===== src/include/uart_settings.svh =====
`ifndef UART_SETTINGS_SVH
`define UART_SETTINGS_SVH

// AXI-lite bus widths
`define AXI_ADDR_W 32
`define AXI_DATA_W 32

// Transmit FIFO entries
`define UART_FIFO_DEPTH 8

// Clock cycles per serial bit out of reset
`define UART_DIV_RESET 16

// Register byte offsets
`define UART_REG_TXDATA  32'h0000_0000
`define UART_REG_DIVISOR 32'h0000_0004
`define UART_REG_STATUS  32'h0000_0008

`endif

===== src/hw/uart_pkg.sv =====
`default_nettype none
`include "uart_settings.svh"

package uart_pkg;

    typedef enum logic [1:0] {
        resp_okay   = 2'b00,
        resp_slverr = 2'b10
    } axi_resp_e;

    // Clock cycles per serial bit
    typedef logic [15:0] uart_divisor_t;

    // One written word, decoded as a transmit byte or as a new divisor
    typedef union packed {
        struct packed {
            logic [`AXI_DATA_W-9:0] rsvd;
            logic [7:0]             data;
        } tx;
        struct packed {
            logic [`AXI_DATA_W-17:0] rsvd;
            uart_divisor_t           divisor;
        } ctrl;
    } uart_wword_u;

    // STATUS register layout, tx_busy in bit 0
    typedef struct packed {
        logic [`AXI_DATA_W-4:0] rsvd;
        logic                   fifo_full;
        logic                   fifo_empty;
        logic                   tx_busy;
    } uart_status_t;

    typedef struct packed {
        logic [7:0] data;
    } uart_fifo_entry_t;

endpackage

`default_nettype wire


===== src/hw/uart_periph.sv =====
`timescale 1ns/1ps
`default_nettype none
`include "uart_settings.svh"

module uart_periph (
    input  logic                     clk,
    input  logic                     rst_n,
    // AR
    input  logic [`AXI_ADDR_W-1:0]   araddr,
    input  logic                     arvalid,
    output logic                     arready,
    // R
    output logic [`AXI_DATA_W-1:0]   rdata,
    output uart_pkg::axi_resp_e      rresp,
    output logic                     rvalid,
    input  logic                     rready,
    // AW
    input  logic [`AXI_ADDR_W-1:0]   awaddr,
    input  logic                     awvalid,
    output logic                     awready,
    // W
    input  logic [`AXI_DATA_W-1:0]   wdata,
    input  logic [`AXI_DATA_W/8-1:0] wstrb,
    input  logic                     wvalid,
    output logic                     wready,
    // B
    output uart_pkg::axi_resp_e      bresp,
    output logic                     bvalid,
    input  logic                     bready,
    // Serial line
    output logic                     tx
);

    import uart_pkg::*;

    logic          push;
    logic [7:0]    push_data;
    logic          pop;
    logic [7:0]    head_data;
    logic          fifo_full;
    logic          fifo_empty;
    logic          tx_busy;
    uart_divisor_t divisor;

    uart_axil_slave u_slave (
        .clk        (clk),
        .rst_n      (rst_n),
        .araddr     (araddr),
        .arvalid    (arvalid),
        .arready    (arready),
        .rdata      (rdata),
        .rresp      (rresp),
        .rvalid     (rvalid),
        .rready     (rready),
        .awaddr     (awaddr),
        .awvalid    (awvalid),
        .awready    (awready),
        .wdata      (wdata),
        .wstrb      (wstrb),
        .wvalid     (wvalid),
        .wready     (wready),
        .bresp      (bresp),
        .bvalid     (bvalid),
        .bready     (bready),
        .fifo_full  (fifo_full),
        .fifo_empty (fifo_empty),
        .tx_busy    (tx_busy),
        .push       (push),
        .push_data  (push_data),
        .divisor    (divisor)
    );

    uart_tx_fifo u_fifo (
        .clk     (clk),
        .rst_n   (rst_n),
        .push    (push),
        .wr_data (push_data),
        .pop     (pop),
        .rd_data (head_data),
        .full    (fifo_full),
        .empty   (fifo_empty)
    );

    uart_tx_serializer u_ser (
        .clk     (clk),
        .rst_n   (rst_n),
        .empty   (fifo_empty),
        .rd_data (head_data),
        .pop     (pop),
        .divisor (divisor),
        .tx      (tx),
        .busy    (tx_busy)
    );

endmodule

`default_nettype wire


===== src/hw/uart_axil_slave.sv =====
`timescale 1ns/1ps
`default_nettype none
`include "uart_settings.svh"

module uart_axil_slave (
    input  logic                     clk,
    input  logic                     rst_n,
    // AR
    input  logic [`AXI_ADDR_W-1:0]   araddr,
    input  logic                     arvalid,
    output logic                     arready,
    // R
    output logic [`AXI_DATA_W-1:0]   rdata,
    output uart_pkg::axi_resp_e      rresp,
    output logic                     rvalid,
    input  logic                     rready,
    // AW
    input  logic [`AXI_ADDR_W-1:0]   awaddr,
    input  logic                     awvalid,
    output logic                     awready,
    // W
    input  logic [`AXI_DATA_W-1:0]   wdata,
    input  logic [`AXI_DATA_W/8-1:0] wstrb,
    input  logic                     wvalid,
    output logic                     wready,
    // B
    output uart_pkg::axi_resp_e      bresp,
    output logic                     bvalid,
    input  logic                     bready,
    // FIFO and serializer side
    input  logic                     fifo_full,
    input  logic                     fifo_empty,
    input  logic                     tx_busy,
    output logic                     push,
    output logic [7:0]               push_data,
    output uart_pkg::uart_divisor_t  divisor
);

    import uart_pkg::*;

    typedef enum logic [1:0] {
        IDLE  = 2'b00,
        WRESP = 2'b01,
        RRESP = 2'b10
    } state_e;

    state_e       state;
    uart_wword_u  wword;
    uart_wword_u  div_word;
    uart_status_t status;
    logic         wr_go;
    logic         rd_go;
    logic         wr_txdata;
    logic         wr_divisor;
    logic [`AXI_DATA_W-1:0] rd_word;
    logic         rd_err;

    assign awready = (state == IDLE);
    assign wready  = (state == IDLE);
    // Writes win when both channels are offered at once
    assign arready = (state == IDLE) && !(awvalid && wvalid);
    assign bvalid  = (state == WRESP);
    assign rvalid  = (state == RRESP);

    assign wr_go = (state == IDLE) && awvalid && wvalid;
    assign rd_go = arready && arvalid;

    assign wword      = wdata;
    assign wr_txdata  = (awaddr == `UART_REG_TXDATA);
    assign wr_divisor = (awaddr == `UART_REG_DIVISOR);

    // Full FIFO drops the byte
    assign push      = wr_go && wr_txdata && !fifo_full;
    assign push_data = wword.tx.data;

    always_comb begin
        status            = '0;
        status.fifo_full  = fifo_full;
        status.fifo_empty = fifo_empty;
        status.tx_busy    = tx_busy;
        div_word              = '0;
        div_word.ctrl.divisor = divisor;
    end

    // TXDATA is write only, so a read of it is an error like any unmapped one
    always_comb begin
        rd_word = '0;
        rd_err  = 1'b0;
        case (araddr)
            `UART_REG_DIVISOR: rd_word = div_word;
            `UART_REG_STATUS:  rd_word = status;
            default:           rd_err  = 1'b1;
        endcase
    end

    always_ff @(posedge clk) begin
        if (!rst_n) begin
            state <= IDLE;
        end else begin
            case (state)
                IDLE: begin
                    if (wr_go) begin
                        state <= WRESP;
                    end else if (rd_go) begin
                        state <= RRESP;
                    end
                end
                WRESP: begin
                    if (bready) begin
                        state <= IDLE;
                    end
                end
                RRESP: begin
                    if (rready) begin
                        state <= IDLE;
                    end
                end
                default: begin
                    state <= IDLE;
                end
            endcase
        end
    end

    always_ff @(posedge clk) begin
        if (wr_go) begin
            bresp <= (push || wr_divisor) ? resp_okay : resp_slverr;
        end
        if (rd_go) begin
            rdata <= rd_word;
            rresp <= rd_err ? resp_slverr : resp_okay;
        end
    end

    // Zero would stall the baud counter, so it is held at one
    always_ff @(posedge clk) begin
        if (!rst_n) begin
            divisor <= uart_divisor_t'(`UART_DIV_RESET);
        end else if (wr_go && wr_divisor) begin
            divisor <= (wword.ctrl.divisor == '0) ? uart_divisor_t'(1) : wword.ctrl.divisor;
        end
    end

endmodule

`default_nettype wire


===== src/hw/uart_tx_serializer.sv =====
`timescale 1ns/1ps
`default_nettype none

module uart_tx_serializer (
    input  logic                    clk,
    input  logic                    rst_n,
    input  logic                    empty,
    input  logic [7:0]              rd_data,
    output logic                    pop,
    input  uart_pkg::uart_divisor_t divisor,
    output logic                    tx,
    output logic                    busy
);

    import uart_pkg::*;

    localparam int FRAME_BITS = 10;

    logic [FRAME_BITS-1:0] frame;
    logic [3:0]            bit_idx;
    uart_divisor_t         baud_cnt;
    uart_divisor_t         div_q;
    logic                  active;
    logic                  bit_done;
    logic                  last_cycle;

    assign bit_done   = active && (baud_cnt == div_q - uart_divisor_t'(1));
    assign last_cycle = bit_done && (bit_idx == 4'(FRAME_BITS - 1));

    // Next byte is taken on the stop bit's final cycle for gapless frames
    assign pop  = (!active || last_cycle) && !empty;
    assign busy = active;

    // Shifted-in ones keep the line high once a frame ends
    assign tx = frame[0];

    always_ff @(posedge clk) begin
        if (!rst_n) begin
            active   <= 1'b0;
            frame    <= '1;
            bit_idx  <= '0;
            baud_cnt <= '0;
        end else if (pop) begin
            active   <= 1'b1;
            // Stop, data LSB first, start
            frame    <= {1'b1, rd_data, 1'b0};
            bit_idx  <= '0;
            baud_cnt <= '0;
        end else if (active) begin
            if (bit_done) begin
                baud_cnt <= '0;
                if (last_cycle) begin
                    active <= 1'b0;
                end else begin
                    frame   <= {1'b1, frame[FRAME_BITS-1:1]};
                    bit_idx <= bit_idx + 1'b1;
                end
            end else begin
                baud_cnt <= baud_cnt + 1'b1;
            end
        end
    end

    // Divisor is held for the whole frame
    always_ff @(posedge clk) begin
        if (pop) begin
            div_q <= divisor;
        end
    end

endmodule

`default_nettype wire


===== src/hw/uart_tx_fifo.sv =====
`timescale 1ns/1ps
`default_nettype none
`include "uart_settings.svh"

module uart_tx_fifo (
    input  logic       clk,
    input  logic       rst_n,
    input  logic       push,
    input  logic [7:0] wr_data,
    input  logic       pop,
    output logic [7:0] rd_data,
    output logic       full,
    output logic       empty
);

    import uart_pkg::*;

    localparam int DEPTH = `UART_FIFO_DEPTH;
    localparam int AW    = (DEPTH > 1) ? $clog2(DEPTH) : 1;
    localparam int CW    = $clog2(DEPTH + 1);

    uart_fifo_entry_t mem [DEPTH];
    logic [AW-1:0]    wr_ptr;
    logic [AW-1:0]    rd_ptr;
    logic [CW-1:0]    count;
    logic             wr_en;
    logic             rd_en;

    assign wr_en = push && !full;
    assign rd_en = pop && !empty;

    assign full    = (count == CW'(DEPTH));
    assign empty   = (count == '0);
    assign rd_data = mem[rd_ptr].data;

    always_ff @(posedge clk) begin
        if (wr_en) begin
            mem[wr_ptr].data <= wr_data;
        end
    end

    always_ff @(posedge clk) begin
        if (!rst_n) begin
            wr_ptr <= '0;
            rd_ptr <= '0;
            count  <= '0;
        end else begin
            if (wr_en) begin
                wr_ptr <= (wr_ptr == AW'(DEPTH - 1)) ? '0 : wr_ptr + 1'b1;
            end
            if (rd_en) begin
                rd_ptr <= (rd_ptr == AW'(DEPTH - 1)) ? '0 : rd_ptr + 1'b1;
            end
            // Simultaneous push and pop leave the count alone
            case ({wr_en, rd_en})
                2'b10:   count <= count + 1'b1;
                2'b01:   count <= count - 1'b1;
                default: count <= count;
            endcase
        end
    end

endmodule

`default_nettype wire


===== config.mk =====
export PLATFORM = sky130hd
export DESIGN_NAME = uart_periph
export DESIGN_NICKNAME = d
export VERILOG_FILES = /design/src/hw/uart_pkg.sv /design/src/hw/uart_periph.sv /design/src/hw/uart_axil_slave.sv /design/src/hw/uart_tx_serializer.sv /design/src/hw/uart_tx_fifo.sv
export VERILOG_INCLUDE_DIRS = /design/src /design/src/include
export SDC_FILE = /design/constraint.sdc
export NUM_CORES = 1
export LEC_CHECK = 0
export ABC_CLOCK_PERIOD_IN_PS = 6100
export BUFFER_PORTS_ARGS = -buffer_cell sky130_fd_sc_hd__buf_2
export CAP_MARGIN = 20
export CORE_MARGIN = 3
export CORE_UTILIZATION = 48
export CTS_CLUSTER_SIZE = 28
export DETAILED_ROUTE_END_ITERATION = 10
export PLACE_DENSITY_LB_ADDON = 0.2
export SYNTH_ARGS = -nofsm -noshare
export SYNTH_HDL_FRONTEND = slang
export SYNTH_HIERARCHICAL = 1
export SYNTH_SLANG_ARGS = --single-unit

===== constraint.sdc =====
create_clock -name clk -period 6.1 [get_ports clk]
set_input_delay 0.305 -clock clk [delete_from_list [all_inputs] [get_ports clk]]
set_output_delay 0.305 -clock clk [all_outputs]
set_load 0.005 [all_outputs]

==> After elaboration in Yosys (flattened, before gate mapping) <==
Memories as Yosys holds them, arrays and structs flattened. A register that Yosys moved wholly into a read port is not among the register bits.
Index checks and enable logic that the tools add are counted.
{ "totals": {"wordCells": 95, "regBits": 110, "latch_bits": 0, "ram_bits": 64, "mem_count": 1, "input_bits": 107, "romBits": 0} }
{ "memory_table": {"columns": ["name", "depth", "word_bits", "rd", "rd_clocked_by_memory_dff", "wr", "line_no", "text"], "rows": [
  ["u_fifo.mem", 8, 8, 1, 1, 1, "uart_tx_fifo.sv:22", "uart_fifo_entry_t mem [DEPTH];"]
]} }
{ "op_classes": {"div": 0, "n_reduce_logical": 31, "n_lt_le_gt_ge": 0, "mux": 25, "n_shift": 0, "bitwise_logic": 2, "eq_ne": 16, "n_addsub": 7, "mul": 0} }
{ "op_table": {"columns": ["cell", "n"], "rows": [
  ["$eq 32x3->1 const B", 2],
  ["$mux 9", 4],
  ["$eq 32x4->1 const B", 1],
  ["$logic_not 32->1", 1],
  ["$mux 16", 2],
  ["$pmux 16 s2", 1],
  ["$add 16x1->16 const B", 1],
  ["$eq 16x16->1", 1],
  ["$logic_not 16->1", 1],
  ["$sub 16x1->16 const B", 1],
  ["$logic_and 1x1->1", 13],
  ["$mux 2", 6],
  ["$mux 3", 4],
  ["$reduce_and 3->1", 3],
  ["$add 4x1->4 const B", 2],
  ["$eq 4x4->1 const B", 2],
  ["$pmux 4 s2", 1],
  ["$add 3x1->3 const B", 2],
  ["$eq 3x3->1 const B", 2],
  ["$mux 1", 6],
  ["$pmux 2 s3", 1],
  ["$reduce_bool 2->1", 3],
  ["$eq 2x1->1 const B", 2],
  ["$eq 2x2->1 const B", 2],
  ["other kinds (10)", 17]
]} }

==> Logic depth before layout (Yosys ltp) <==
Gate-level depths: netlist of run 1.
{ "logic_depth": {"word_depth": 9, "depth_mapped": 19} }

==> Cells and area by module <==
Netlist of run 1, hierarchy kept.
{ "by_module_without_submodules": {"columns": ["mod", "cells_per_inst", "instances", "area_per_inst_um2", "seq_area_each_um2"], "rows": [
  ["uart_tx_fifo", 172, 1, 3128.0, 2182.1],
  ["uart_tx_serializer", 252, 1, 2456.1, 1081.0],
  ["uart_axil_slave", 186, 1, 1901.8, 900.9]
]} }

==> Worst setup path before layout of run 1 <==
OpenSTA, ideal clock, no wires.
{ "synth_timing": {"path_kind": "reg2reg", "from": "register u_ser.div_q[0]", "to": "register u_fifo.count[2]", "stages_incl_launch_ff": 20, "arrival_ps": 4539, "n_path_buf": 1, "setup_slack_ps": 1491, "required_time_ps": 6030, "path_cell_list": "edfxtp_1 inv_1 ha_1 or4b_1 buf_2 o31a_1 or4_1 o211a_2 a2111oi_4 a31oi_2 inv_1 o41ai_2 inv_1 ha_1 xor2_1 ha_1 a21oi_1 xor2_1 or3_1 a21boi_1"} }
{ "synth_between": {"elab_chain_cells": 9, "word_cells_on_any_way": 11, "classes_between": "add/sub (1); eq/ne (3); mux (1); reduce/logical (6)"} }
{ "synth_lines": {"columns": ["item", "line_no", "text"], "rows": [
  ["from (decl)", "uart_tx_serializer.sv:22", "uart_divisor_t div_q;"],
  ["from (signal assigned)", "uart_tx_serializer.sv:67", "div_q <= divisor;"],
  ["$sub 16x1->16 *", "uart_tx_serializer.sv:27", "assign bit_done = active && (baud_cnt == div_q - uart_divisor_t'(1));"],
  ["$eq 16x16->1 *", "uart_tx_serializer.sv:27", null],
  ["$logic_and 1x1->1 *", "uart_tx_serializer.sv:27", null],
  ["$logic_and 1x1->1 *", "uart_tx_serializer.sv:28", "assign last_cycle = bit_done && (bit_idx == 4'(FRAME_BITS - 1));"],
  ["$logic_or 1x1->1 *", "uart_tx_serializer.sv:31", "assign pop = (!active || last_cycle) && !empty;"],
  ["$logic_and 1x1->1 *", "uart_tx_serializer.sv:31", null],
  ["via pop", "uart_periph.sv:38", "logic pop;"],
  ["$logic_and 1x1->1 *", "uart_tx_fifo.sv:30", "assign rd_en = pop && !empty;"],
  ["$eq 2x1->1 or $eq 2x2->1 (tied branches)", "uart_tx_fifo.sv:55", "case ({wr_en, rd_en})"],
  ["$pmux 4 s2 or $reduce_bool 2->1 (tied branches)", null, null],
  ["to (signal assigned)", "uart_tx_fifo.sv:56", "2'b10: count <= count + 1'b1;"],
  ["to (signal assigned)", "uart_tx_fifo.sv:57", "2'b01: count <= count - 1'b1;"],
  ["to (signal assigned)", "uart_tx_fifo.sv:58", "default: count <= count;"],
  ["to (decl)", "uart_tx_fifo.sv:25", "logic [CW-1:0] count;"]
]} }
The timed path passes the listed nets; every way through them passes the cells marked *.
A chain may end at the register's enable or synchronous reset.

==> Worst setup path in the final report of run 1 <==
Same ends and word-level chain as after synthesis.

==> metrics.log, run 1 <==
INFO  metric num-fill-cells = between 1k and 1.5k
INFO  metric standard_cell_rows = 45
INFO  metric cts_buffers = 17
INFO  metric finalCritPeriodShare = about four fifths
INFO  metric cts_buffer_depth = 2
INFO  metric tritoncts_num_sinks = 159
INFO  metric critical_path.reg2reg.endpoint = u_fifo/count[2]
INFO  metric power.static_leakage = 3.25 nW
INFO  metric p_switching = between 0.4 and 0.5 mW
INFO  metric outcome = finished, final reports clean
INFO  metric hold_path.startpoint = wdata[9]
INFO  metric grt_pass1_wl = 24.9 mm
INFO  metric cp.required = 6450 ps
INFO  metric viasPerCell = 5.36
INFO  metric netlist_top_cells_count = 98 x edfxtp_1, 61 x dfxtp_1, 54 x nand2_1
INFO  metric ys_dominant_reg_cell = edfxtp_1
INFO  metric setup_repair_bufs_after_cts = 0
INFO  metric clk-insertion-delay-late = roughly 420 ps
INFO  metric critical_path.slowest_cell = or4b_1
INFO  metric place.gp.congestion = 0.869
INFO  metric routed_wire_length_per_instance = 16.7 microns
INFO  metric area_overhead_vs_synth = 16.7%
INFO  metric h-tree-depth = 4
INFO  metric nNetsFinal = 832
INFO  metric worstSetupStartpointType = register
INFO  metric timing.critical_path.max_delay_family = simple AND/OR/NAND/NOR gates
INFO  metric cp_cell_sequence = inv_1, ha_1, or4b_1, o31a_1, or4_1, o211a_2, a2111oi_4, a31oi_2, inv_1, buf_4, o41ai_2, inv_1, ha_1, xor2_1, ha_1, a21oi_1, xor2_1, or3_1, a21boi_1
INFO  metric ys_ff_latch = 159
INFO  metric pwr_density_cell = ~270 nW/um^2
INFO  metric ctsHoldBuffers = 0
INFO  metric vias = 5025
INFO  metric route.detailed.drc = 0
INFO  metric rr_startpoint = u_ser/div_q[0]
INFO  metric antenna_cells_inserted = 0
INFO  metric reg2reg_depth = 19
INFO  metric drive_above_1_share = 26.8%
INFO  metric ir_worst_vdd = between 200 and 250 uV
INFO  metric min_delay_path_depth = 3
INFO  metric min-delay-path-class = input port to register
INFO  metric vias_in_the_first_global_route = a little under 5k
INFO  metric hpwl = 11.1 mm
INFO  metric path_clk_slew = 60 ps
INFO  metric synth_seq_area_share = 55.6%
INFO  metric setup_violations = 0
INFO  metric seq_power_share = 49.2%
INFO  metric postSynthCellCount = 610
INFO  metric yosys.cell_types.count = 70
INFO  metric timing_max_transition_violations_final = 0
INFO  metric io_buffer_count = 110
INFO  metric synth_area_per_cell = roughly 12 sq um
INFO  metric rsz0062_at_grt = false
INFO  metric layout_min_cycle_time = 4960 ps
INFO  metric postRouteAntennaNets = 0
INFO  metric clock_tree_from_tritoncts = yes
INFO  metric crit_cells = 19
INFO  metric ctsRootBufferMaster = clkbuf_16
INFO  metric timing.fmax = around 200 MHz
INFO  metric pwr-share-comb = 3.5%
INFO  metric yosys_warnings = 6
INFO  metric register_area = 4160 sq um
INFO  metric grt_antenna_before_repair = 2
INFO  metric grt_max_degree = 51
INFO  metric dieHeight = roughly 130 microns
INFO  metric netlist.area_leader.share = 39.3%
INFO  metric finalHoldViolations = 0
INFO  metric initial_core_util = 49.1%
INFO  metric final.setup.tns = 0 ps
INFO  metric cp_max_fo = 17
INFO  metric setup.worst_path.class = register to register
INFO  metric fp.dieW = 131 microns
INFO  metric maximum_cell_stage_delay_along_the_critical_path = 650 ps
INFO  metric max-slew-margin-rel = 37.9%
INFO  metric synth_most_common_cell = edfxtp_1
INFO  metric sw_frac_of_total = about a fifth
INFO  metric floorplan.io_pins = 149
INFO  metric max_cap_violation_count = 0
INFO  metric fin_worst_hold_slack = 146 ps
INFO  metric detail_route.iter0.violations = 369
INFO  metric globalRoute.totalOverflow = 0
INFO  metric die_area = between 15000 and 20000 sq um
INFO  metric dr.pass1.iters = 5
INFO  metric synth_edf_count = 98
INFO  metric tightest_slew = 928 ps
INFO  metric power_report.internal_total = between 1.5 and 2 mW
INFO  metric synthArstFlopShare = 0%
INFO  metric critPathArrivalTime = between 5000 and 6000 ps
INFO  metric worst_setup_path_startpoint = u_ser/div_q[0]
INFO  metric post_cts_resized = 0
INFO  metric area_of_combinational_cells_with_multiple_inputs = just under 3000 sq um
INFO  metric synthesis.area = 7490 sq um
INFO  metric synth_area_leader_cell = edfxtp_1
INFO  metric design.core.area = between 15000 and 20000 sq um
INFO  metric wl = 15.7 mm
INFO  metric global_route.usage.total = 19.2%
INFO  metric timing.clock.skew = approximately 13 ps
INFO  metric rrSetupSlack = 1140 ps
INFO  metric worst_setup_path_end_kind = register
INFO  metric power_share_of_the_clock_group = a little under half
INFO  metric hold_end = u_slave/divisor[9]
INFO  metric yosys-top-cells-area = edfxtp_1 39%, dfxtp_1 16%, mux4_2 4.8%
INFO  metric cp_bufs_invs = 4
==> metal layers <==
layer	up-vias	track usage [%]	routed length, microns
met5	-	0	19
met4	4	6.05	168
met3	18	5.57	898
met2	155	31.7	7830
met1	2432	24.4	6770
li1	2416	-	-
==> layout make-up <==
type	count	area share [%]
Multi-Input combinational cell	404	34.1
Tap cell	211	3.02
Clock inverter	12	2.00
Sequential cell	159	47.7
Inverter	11	0.630
Clock buffer	20	5.11
Timing Repair Buffer	121	7.45
==> per-stage QoR <==
step	instances	setup WS, ps	power (mW)	cell area [sq um]	util (%)
final	938	1140	2.34	8740	57.3
after global routing	938	745	2.42	8740	57.3
after CTS	936	1110	2.36	8700	57.0
after detailed placement	904	1130	1.26	8080	53.0
after global placement	904	1300	1.25	8080	53.0
after floorplan	627	1490	1.22	7550	-
==> logic make-up after synthesis <==
group / count (synthesis) / share of synthesized area (%)
AOI/OAI and AO/OA: 58 / 6.25
xor gates and xnor gates: 33 / 3.86
adders and majority gates: 11 / 1.84
buffers and inverters: 64 / 5.40
DFF: 159 / 55.6
muxes: 52 / 9.79
other: 1 / 0.0501
and+or+nand+nor: 232 / 17.2
==> worst max path at each step <==
stage               slack (ps)               to
floorplan                 1490  u_fifo/count[2]
global placement          1300  u_fifo/count[2]
detailed placement        1130  u_fifo/count[2]
CTS                       1110  u_fifo/count[2]
global route               750  u_fifo/count[2]
finish                    1140  u_fifo/count[2]
==> state kept, by name, indices dropped and copies added (netlist names), named ones only <==
signal and flops:
u_fifo/count 4, u_fifo/mem 64, u_fifo/rd_ptr 3, u_fifo/wr_ptr 3
u_ser/baud_cnt 16, u_ser/bit_idx 4, u_ser/busy 1, u_ser/div_q 16
u_ser/frame 9, u_slave/bresp 1, u_slave/divisor 16, u_slave/rdata 16
u_slave/rresp 1, u_slave/state 2
==> power by group through the flow <==
stage	sequential, mW	clock, mW	combinational (mW)
2_1_floorplan	1.17	0	0.0437
3_3_place_gp	1.17	0	0.0803
3_5_place_dp	1.17	0	0.0828
4_1_cts	1.15	1.13	0.0832
5_1_grt	1.15	1.18	0.0919
6_report	1.15	1.10	0.0818
==> layout by cell type, fill, tap and decap left out, types with 11 or more instances in the layout <==
master	Yosys	final
nor2b_1	13	13
clkbuf_16	0	17
nor4_1	19	19
xor2_1	26	26
and2_1	16	16
mux4_2	16	16
mux2i_1	26	26
nand2_1	54	54
ha_1	11	11
a21oi_1	12	12
edfxtp_1	98	98
conb_1	1	18
nor2_1	39	39
buf_2	6	111
dfxtp_1	61	61
nor3_1	15	15
nand4_1	12	12
==> worst register-to-register path, delay by kind of cell (launching register included) <==
family,cells,cell delay [ps]
simple gates,3,1450
compound gates,7,1420
fa+ha+maj,3,660
buf+inv,4,570
flops,1,460
xor+xnor,2,350
(Power assumes the default switching activity.)
==> run 2, diff against run 1 <==
ABC_CLOCK_PERIOD_IN_PS = 5000   (was 6100)
clock period = 5 ns   (was 6.1 ns; I/O delays follow)
==> metrics.log, run 2 (synthesis gave the netlist of run 1 again) <==
INFO  metric clock_tree_from_tritoncts = yes
INFO  metric tritoncts_num_sinks = 159 (unchanged)
INFO  metric finalHoldViolations = 0 (unchanged)
INFO  metric max_cap_violation_count = 0 (unchanged)
INFO  metric vias = 4999 (-0.52%)
INFO  metric globalRoute.totalOverflow = 0 (unchanged)
INFO  metric die_area = 17100 sq um (unchanged)
INFO  metric dr.pass1.iters = 5 (unchanged)
INFO  metric pwr_density_cell = 327 nW/um^2 (+22%)
INFO  metric tightest_slew = 918 ps (-10.0 ps)
INFO  metric vias_in_the_first_global_route = 4882 (-0.97%)
INFO  metric drive_above_1_share = 27.2% (+0.41 points)
INFO  metric place.gp.congestion = 0.860 (-1.0%)
INFO  metric outcome = finished, final reports clean
INFO  metric design.core.area = 15300 sq um (unchanged)
INFO  metric finalCritPeriodShare = 93.4% (+12 points)
INFO  metric clk-insertion-delay-late = 430 ps (about the same)
INFO  metric area_overhead_vs_synth = 17.1%
INFO  metric crit_cells = 18 (-1)
INFO  metric final_cell_mix = 111 x buf_2, 98 x edfxtp_1, 61 x dfxtp_1, 54 x nand2_1, 39 x nor2_1
INFO  metric hpwl = 11.3 mm (+1.3%)
INFO  metric finalPower = 2.86 mW (+23%)
INFO  metric place_inst = 904 (unchanged)
INFO  metric power_report.internal_total = 2.21 mW (+20%)
INFO  metric p_switching = 0.651 mW (+34%)
INFO  metric layout_min_cycle_time = 4670 ps (-292 ps)
INFO  metric cp_bufs_invs = 3 (-1)
INFO  metric cts_buffer_depth = 2 (unchanged)
INFO  metric reg2reg_depth = 18 (-1)
INFO  metric finish.utilization = 57.4% (+0.18 points)
INFO  metric cts_buffers = 17 (unchanged)
INFO  metric cp_max_fo = 10 (-7)
INFO  metric timing.fmax = 214 MHz (+6.2%)
INFO  metric critical_path.slowest_cell = or4b_4
INFO  metric power.static_leakage = 3.25 nW (about the same)
INFO  metric final_common_cell = buf_2
INFO  metric grt_max_degree = 51 (unchanged)
INFO  metric worstSetupStartpointType = register
INFO  metric setup_violations = 0 (unchanged)
INFO  metric ctsHoldBuffers = 0 (unchanged)
INFO  metric global_route.usage.total = 18.9% (-0.24 points)
INFO  metric fp.dieW = 131 microns (unchanged)
INFO  metric route.detailed.drc = 0 (unchanged)
INFO  metric min-delay-path-class = input port to register
INFO  metric seq_power_share = 49.0% (-0.2 points)
INFO  metric largest_register = u_fifo/mem
INFO  metric sw_frac_of_total = 22.7% (+1.9 points)
INFO  metric largest_reg_flops = 64 (unchanged)
INFO  metric dieHeight = 131 microns (unchanged)
INFO  metric timing.final.ws_setup = 328 ps (-808 ps)
INFO  metric h-tree-depth = 4 (unchanged)
INFO  metric critPathArrivalTime = 5030 ps (-290 ps)
INFO  metric min_delay_path_depth = 3 (unchanged)
INFO  metric ir_worst_vdd = 261 uV (+29%)
INFO  metric worst_setup_path_end_kind = register
INFO  metric rsz0062_at_grt = false
INFO  metric routed_wire_length_per_instance = 16.5 microns (-1.1%)
INFO  metric maximum_cell_stage_delay_along_the_critical_path = 560 ps (-90 ps)
INFO  metric power_share_of_the_clock_group = 47.6% (+0.3 points)
INFO  metric final.setup.tns = 0 ps (unchanged)
INFO  metric pwr-share-comb = 3.5% (about the same)
INFO  metric ctsRootBufferMaster = clkbuf_16
INFO  metric viasPerCell = 5.32 (-0.62%)
INFO  metric max-slew-margin-rel = 38.6% (+0.67 points)
INFO  metric initial_core_util = 49.1% (unchanged)
INFO  metric cp_cell_sequence = inv_1, ha_1, or4b_4, o31a_1, or4_1, o211a_2, a2111oi_4, a31oi_4, inv_1, o41ai_2, inv_1, ha_1, xor2_1, ha_1, a21oi_1, xor2_1, or3_1, a21boi_1
INFO  metric timing_max_transition_violations_final = 0 (unchanged)
INFO  metric preCtsSetupSlack = 274 ps (-859 ps)
INFO  metric wl = 15.5 mm (-1.0%)
INFO  metric io_buffer_count = 110 (unchanged)
INFO  metric timing.critical_path.max_delay_family = simple AND/OR/NAND/NOR gates
INFO  metric instances_no_fill = 939 (+0.11%)
INFO  metric setup.worst_path.class = register to register
INFO  metric postRouteAntennaNets = 0 (unchanged)
INFO  metric floorplan.io_pins = 149 (unchanged)
INFO  metric grt_antenna_before_repair = 1 (-1)
INFO  metric nNetsFinal = 832 (unchanged)
INFO  metric standard_cell_rows = 45 (unchanged)
INFO  metric timing.clock.skew = 12.3 ps (-0.430 ps)
INFO  metric num-fill-cells = 1252 (+1.3%)
INFO  metric cp.required = 5360 ps (-1090 ps)
INFO  metric detail_route.iter0.violations = 314 (-15%)
INFO  metric grt_pass1_wl = 24.7 mm (-1.1%)
INFO  metric path_clk_slew = 70 ps (about the same)
run 2: cell count changes in the layout (fill, tap and decap cells not counted), moves of 2 or more:
| cell | previous run | this run |
|---|---|---|
| inv_8 | 1 | 4 |
| clkinv_8 | 1 | 5 |
| clkinvlp_4 | 0 | 2 |
| clkbuf_1 | 2 | 0 |
| inv_6 | 5 | 2 |
run 2: area by class of cell:
| type | count | area [sq um] | share of cell area (%) |
|---|---|---|---|
| tap | 211 | 264 | 3.01 |
| multi-input combinational | 404 | 2990 | 34.2 |
| clock inverter | 15 | 219 | 2.50 |
| antenna | 1 | 2.50 | 0.0286 |
| timing repair buffer | 121 | 641 | 7.31 |
| inverter | 11 | 55.1 | 0.628 |
| clock buffer | 17 | 425 | 4.85 |
| sequential | 159 | 4160 | 47.5 |
run 2: metrics by stage:
step / cell area [sq um] / hold slack, ps
6_report: 8760 / 79.9
3_5_place_dp: 8090 / 445
4_1_cts: 8730 / 65.0
5_1_grt: 8760 / 82.2
2_1_floorplan: 7550 / 322
3_3_place_gp: 8080 / 447
run 2: worst paths after layout:
kind / end / from / slack [ps]
worst max register to register: u_fifo/count[2] / u_ser/div_q[0] / 330
worst min register to register: u_ser/div_q[7] / u_slave/divisor[7] / 460
worst min-delay path: u_slave/divisor[8] / wdata[8] / 80
worst max-delay path: u_fifo/count[2] / u_ser/div_q[0] / 330
run 2: power groups by stage:
stage,Clock (mW),Combinational (mW),Sequential (mW)
after floorplan,0,0.0533,1.43
after global placement,0,0.0973,1.43
after detailed placement,0,0.100,1.43
after CTS,1.39,0.101,1.40
after global routing,1.45,0.111,1.40
final,1.36,0.0994,1.40
run 2: worst reg2reg max path: cells and delay by family (launching register included):
kind                       cells  cell delay [ps]
and+or+nand+nor                3             1400
AOI/OAI and AO/OA              7             1360
adders and majority gates      3              660
DFF                            1              470
buffers and inverters          3              380
xor gates and xnor gates       2              330
run 2: per-layer routing:
metal  vias up  global-route usage, %  wire length, microns
li1       2414                      -                     -
met1      2399                   24.6                  6850
met2       160                   31.1                  7610
met3        24                   5.28                   834
met4         2                   5.63                   220
met5         -                      0                    11
run 2: repair_timing:
item,in CTS,in global routing
gates resized for setup,0,2
buffers inserted,0,0
endpoints found under the setup margin,0,1
==> run 3, diff against run 2 <==
CELL_PAD_IN_SITES_DETAIL_PLACEMENT = 1   (was not set)
CELL_PAD_IN_SITES_GLOBAL_PLACEMENT = 1   (was not set)
CORE_UTILIZATION = 44   (was 48)
==> metrics.log, run 3 (synthesis gave the netlist of run 1 again) <==
INFO  metric detail_route.iter0.violations = 213 (-32%)
INFO  metric floorplan.io_pins = 149 (unchanged)
INFO  metric timing.fmax = 212 MHz (-1.1%)
INFO  metric vias = 5104 (+2.1%)
INFO  metric nNetsFinal = 833 (+0.12%)
INFO  metric final_common_cell = buf_2
INFO  metric cp.required = 5360 ps (about the same)
INFO  metric path_clk_slew = 70 ps (about the same)
INFO  metric setup_violations = 0 (unchanged)
INFO  metric reg2reg_depth = 19 (+1)
INFO  metric tightest_slew = 997 ps (+78.6 ps)
INFO  metric vias_in_the_first_global_route = 5550 (+14%)
INFO  metric grt_max_degree = 51 (unchanged)
INFO  metric min-delay-path-class = input port to register
INFO  metric drive_above_1_share = 27.6% (+0.37 points)
INFO  metric worst_setup_path_end_kind = register
INFO  metric pwr_density_cell = 322 nW/um^2 (-1.4%)
INFO  metric viasPerCell = 5.38 (+1.0%)
INFO  metric global_route.usage.total = 20.4% (+1.5 points)
INFO  metric critPathArrivalTime = 5080 ps (+50 ps)
INFO  metric rrSetupSlack = 280 ps (-50 ps)
INFO  metric initial_core_util = 45.0% (-4.1 points)
INFO  metric instances_no_fill = 949 (+1.1%)
INFO  metric timing.clock.skew = 8.86 ps (-3.41 ps)
INFO  metric dr.pass1.iters = 6 (+1)
INFO  metric largest_register = u_fifo/mem
INFO  metric clock_tree_from_tritoncts = yes
INFO  metric dieHeight = 136 microns (+4.2%)
INFO  metric power.static_leakage = 3.24 nW (-0.34%)
INFO  metric critical_path.reg2reg.endpoint = u_fifo/count[2]
INFO  metric hold_end = u_slave/divisor[12]
INFO  metric num-fill-cells = 1757 (+40%)
INFO  metric largest_reg_flops = 64 (unchanged)
INFO  metric outcome = finished, final reports clean
INFO  metric routed_wire_length_per_instance = 18.8 microns (+14%)
INFO  metric wl = 17.8 mm (+15%)
INFO  metric worstSetupStartpointType = register
INFO  metric cts_buffers = 17 (unchanged)
INFO  metric setup.worst_path.class = register to register
INFO  metric register_area = 4160 sq um (unchanged)
INFO  metric ctsHoldBuffers = 0 (unchanged)
INFO  metric cts_buffer_depth = 2 (unchanged)
INFO  metric place.gp.congestion = 0.830 (-3.4%)
INFO  metric die_area = 18600 sq um (+8.7%)
INFO  metric max_cap_violation_count = 0 (unchanged)
INFO  metric clk-insertion-delay-late = 430 ps (about the same)
INFO  metric finalHoldViolations = 0 (unchanged)
INFO  metric design_area = 8740 sq um (-0.27%)
INFO  metric cp_max_fo = 7 (-3)
INFO  metric design.core.area = 16600 sq um (+9.1%)
INFO  metric fp.dieW = 136 microns (+4.2%)
INFO  metric io_buffer_count = 110 (unchanged)
INFO  metric area_overhead_vs_synth = 16.8%
INFO  metric area_of_combinational_cells_with_multiple_inputs = 3000 sq um (about the same)
INFO  metric grt_pass1_wl = 29.1 mm (+18%)
INFO  metric max-slew-margin-rel = 33.3% (-5.3 points)
INFO  metric hold_path.startpoint = wdata[12]
INFO  metric post_dp_cell_area = 8100 sq um (+0.14%)
INFO  metric timing_max_transition_violations_final = 0 (unchanged)
INFO  metric min_delay_path_depth = 3 (unchanged)
INFO  metric finalCritPeriodShare = 94.5% (+1.0 points)
INFO  metric postRouteAntennaNets = 0 (unchanged)
INFO  metric place_inst = 914 (+1.1%)
INFO  metric standard_cell_rows = 47 (+4.4%)
INFO  metric rr_startpoint = u_ser/div_q[0]
INFO  metric final_cell_mix = 112 x buf_2, 98 x edfxtp_1, 61 x dfxtp_1, 54 x nand2_1, 39 x nor2_1
INFO  metric route.detailed.drc = 0 (unchanged)
INFO  metric ctsRootBufferMaster = clkbuf_16
INFO  metric ir_worst_vdd = 218 uV (-16%)
INFO  metric tritoncts_num_sinks = 159 (unchanged)
INFO  metric hpwl = 13.2 mm (+17%)
INFO  metric grt_antenna_before_repair = 1 (unchanged)
INFO  metric globalRoute.totalOverflow = 0 (unchanged)
INFO  metric worst_setup_path_startpoint = u_ser/div_q[0]
INFO  metric h-tree-depth = 4 (unchanged)
INFO  metric layout_min_cycle_time = 4720 ps (+51.8 ps)
## run 3: changes by cell type in the layout (fill, tap and decap cells not counted), sizes merged
cell           previous run  this run
buf                     120       122
bufinv                    3         2
clkdlybuf4s18             1         0
clkinv                    5         2
clkinvlp                  2         1
inv                      16        21
## run 3: cell type report
class,count,share of cell area (%)
clock inverters,15,2.05
flip-flops and latches,159,47.6
multi-input cells,404,34.3
inverters,11,0.630
well taps,220,3.15
diodes,1,0.0286
clock buffers,17,4.87
repair buffers,122,7.36
## run 3: timing repair
action                                  in CTS  in global routing
endpoints found under the setup margin       0                  1
gates resized for setup                      0                  4
setup buffers                                0                  1
endpoints found under the hold margin        0                  0
## run 3: worst max-delay path by stage
stage                            endpoint  slack (ps)  depth (start not counted)
final                     u_fifo/count[2]         280                         19
after global routing      u_fifo/count[2]         -30                         19
after CTS                 u_fifo/count[2]         160                         18
after detailed placement  u_fifo/count[2]         250                         18
after global placement    u_fifo/count[2]         430                         18
after floorplan           u_fifo/count[2]         390                         19
## run 3: power by group
group / leakage [nW] / internal, mW / switching (mW)
clock: 0.295 / 0.720 / 0.594
combinational: 1.61 / 0.0443 / 0.0573
sequential: 1.34 / 1.40 / 0.00519
total: 3.24 / 2.16 / 0.656
## run 3: stage by stage
stage | setup TNS (ps) | hold slack (ps) | total power, mW | setup slack [ps] | utilization, %
floorplan | 0 | 322 | 1.48 | 391 | -
global placement | 0 | 447 | 1.53 | 434 | 48.6
detailed placement | 0 | 449 | 1.53 | 255 | 48.7
CTS | 0 | 71.8 | 2.85 | 163 | 52.3
global route | -25.1 | 87.4 | 2.92 | -25.1 | 52.5
finish | 0 | 87.5 | 2.82 | 276 | 52.5
## run 3: per-layer routing
metal | up-vias | GRT usage [%] | share of wire (%)
li1 | 2412 | - | -
met4 | 2 | 6.44 | 1.3
met5 | - | 0 | 0.079
met3 | 19 | 4.89 | 4.8
met2 | 138 | 36.0 | 51
met1 | 2533 | 24.5 | 43
## run 3: critical path, stage by stage (launching register included)
cell	delay [ps]
edfxtp_1	460
inv_1	100
ha_1	220
or4b_4	530
o31a_1	320
or4_1	540
o211a_2	190
a2111oi_4	280
buf_4	190
a31oi_4	120
inv_2	150
o41ai_2	140
inv_1	130
ha_2	250
xor2_1	180
ha_1	160
a21oi_1	50
xor2_1	170
or3_1	310
a21boi_1	150
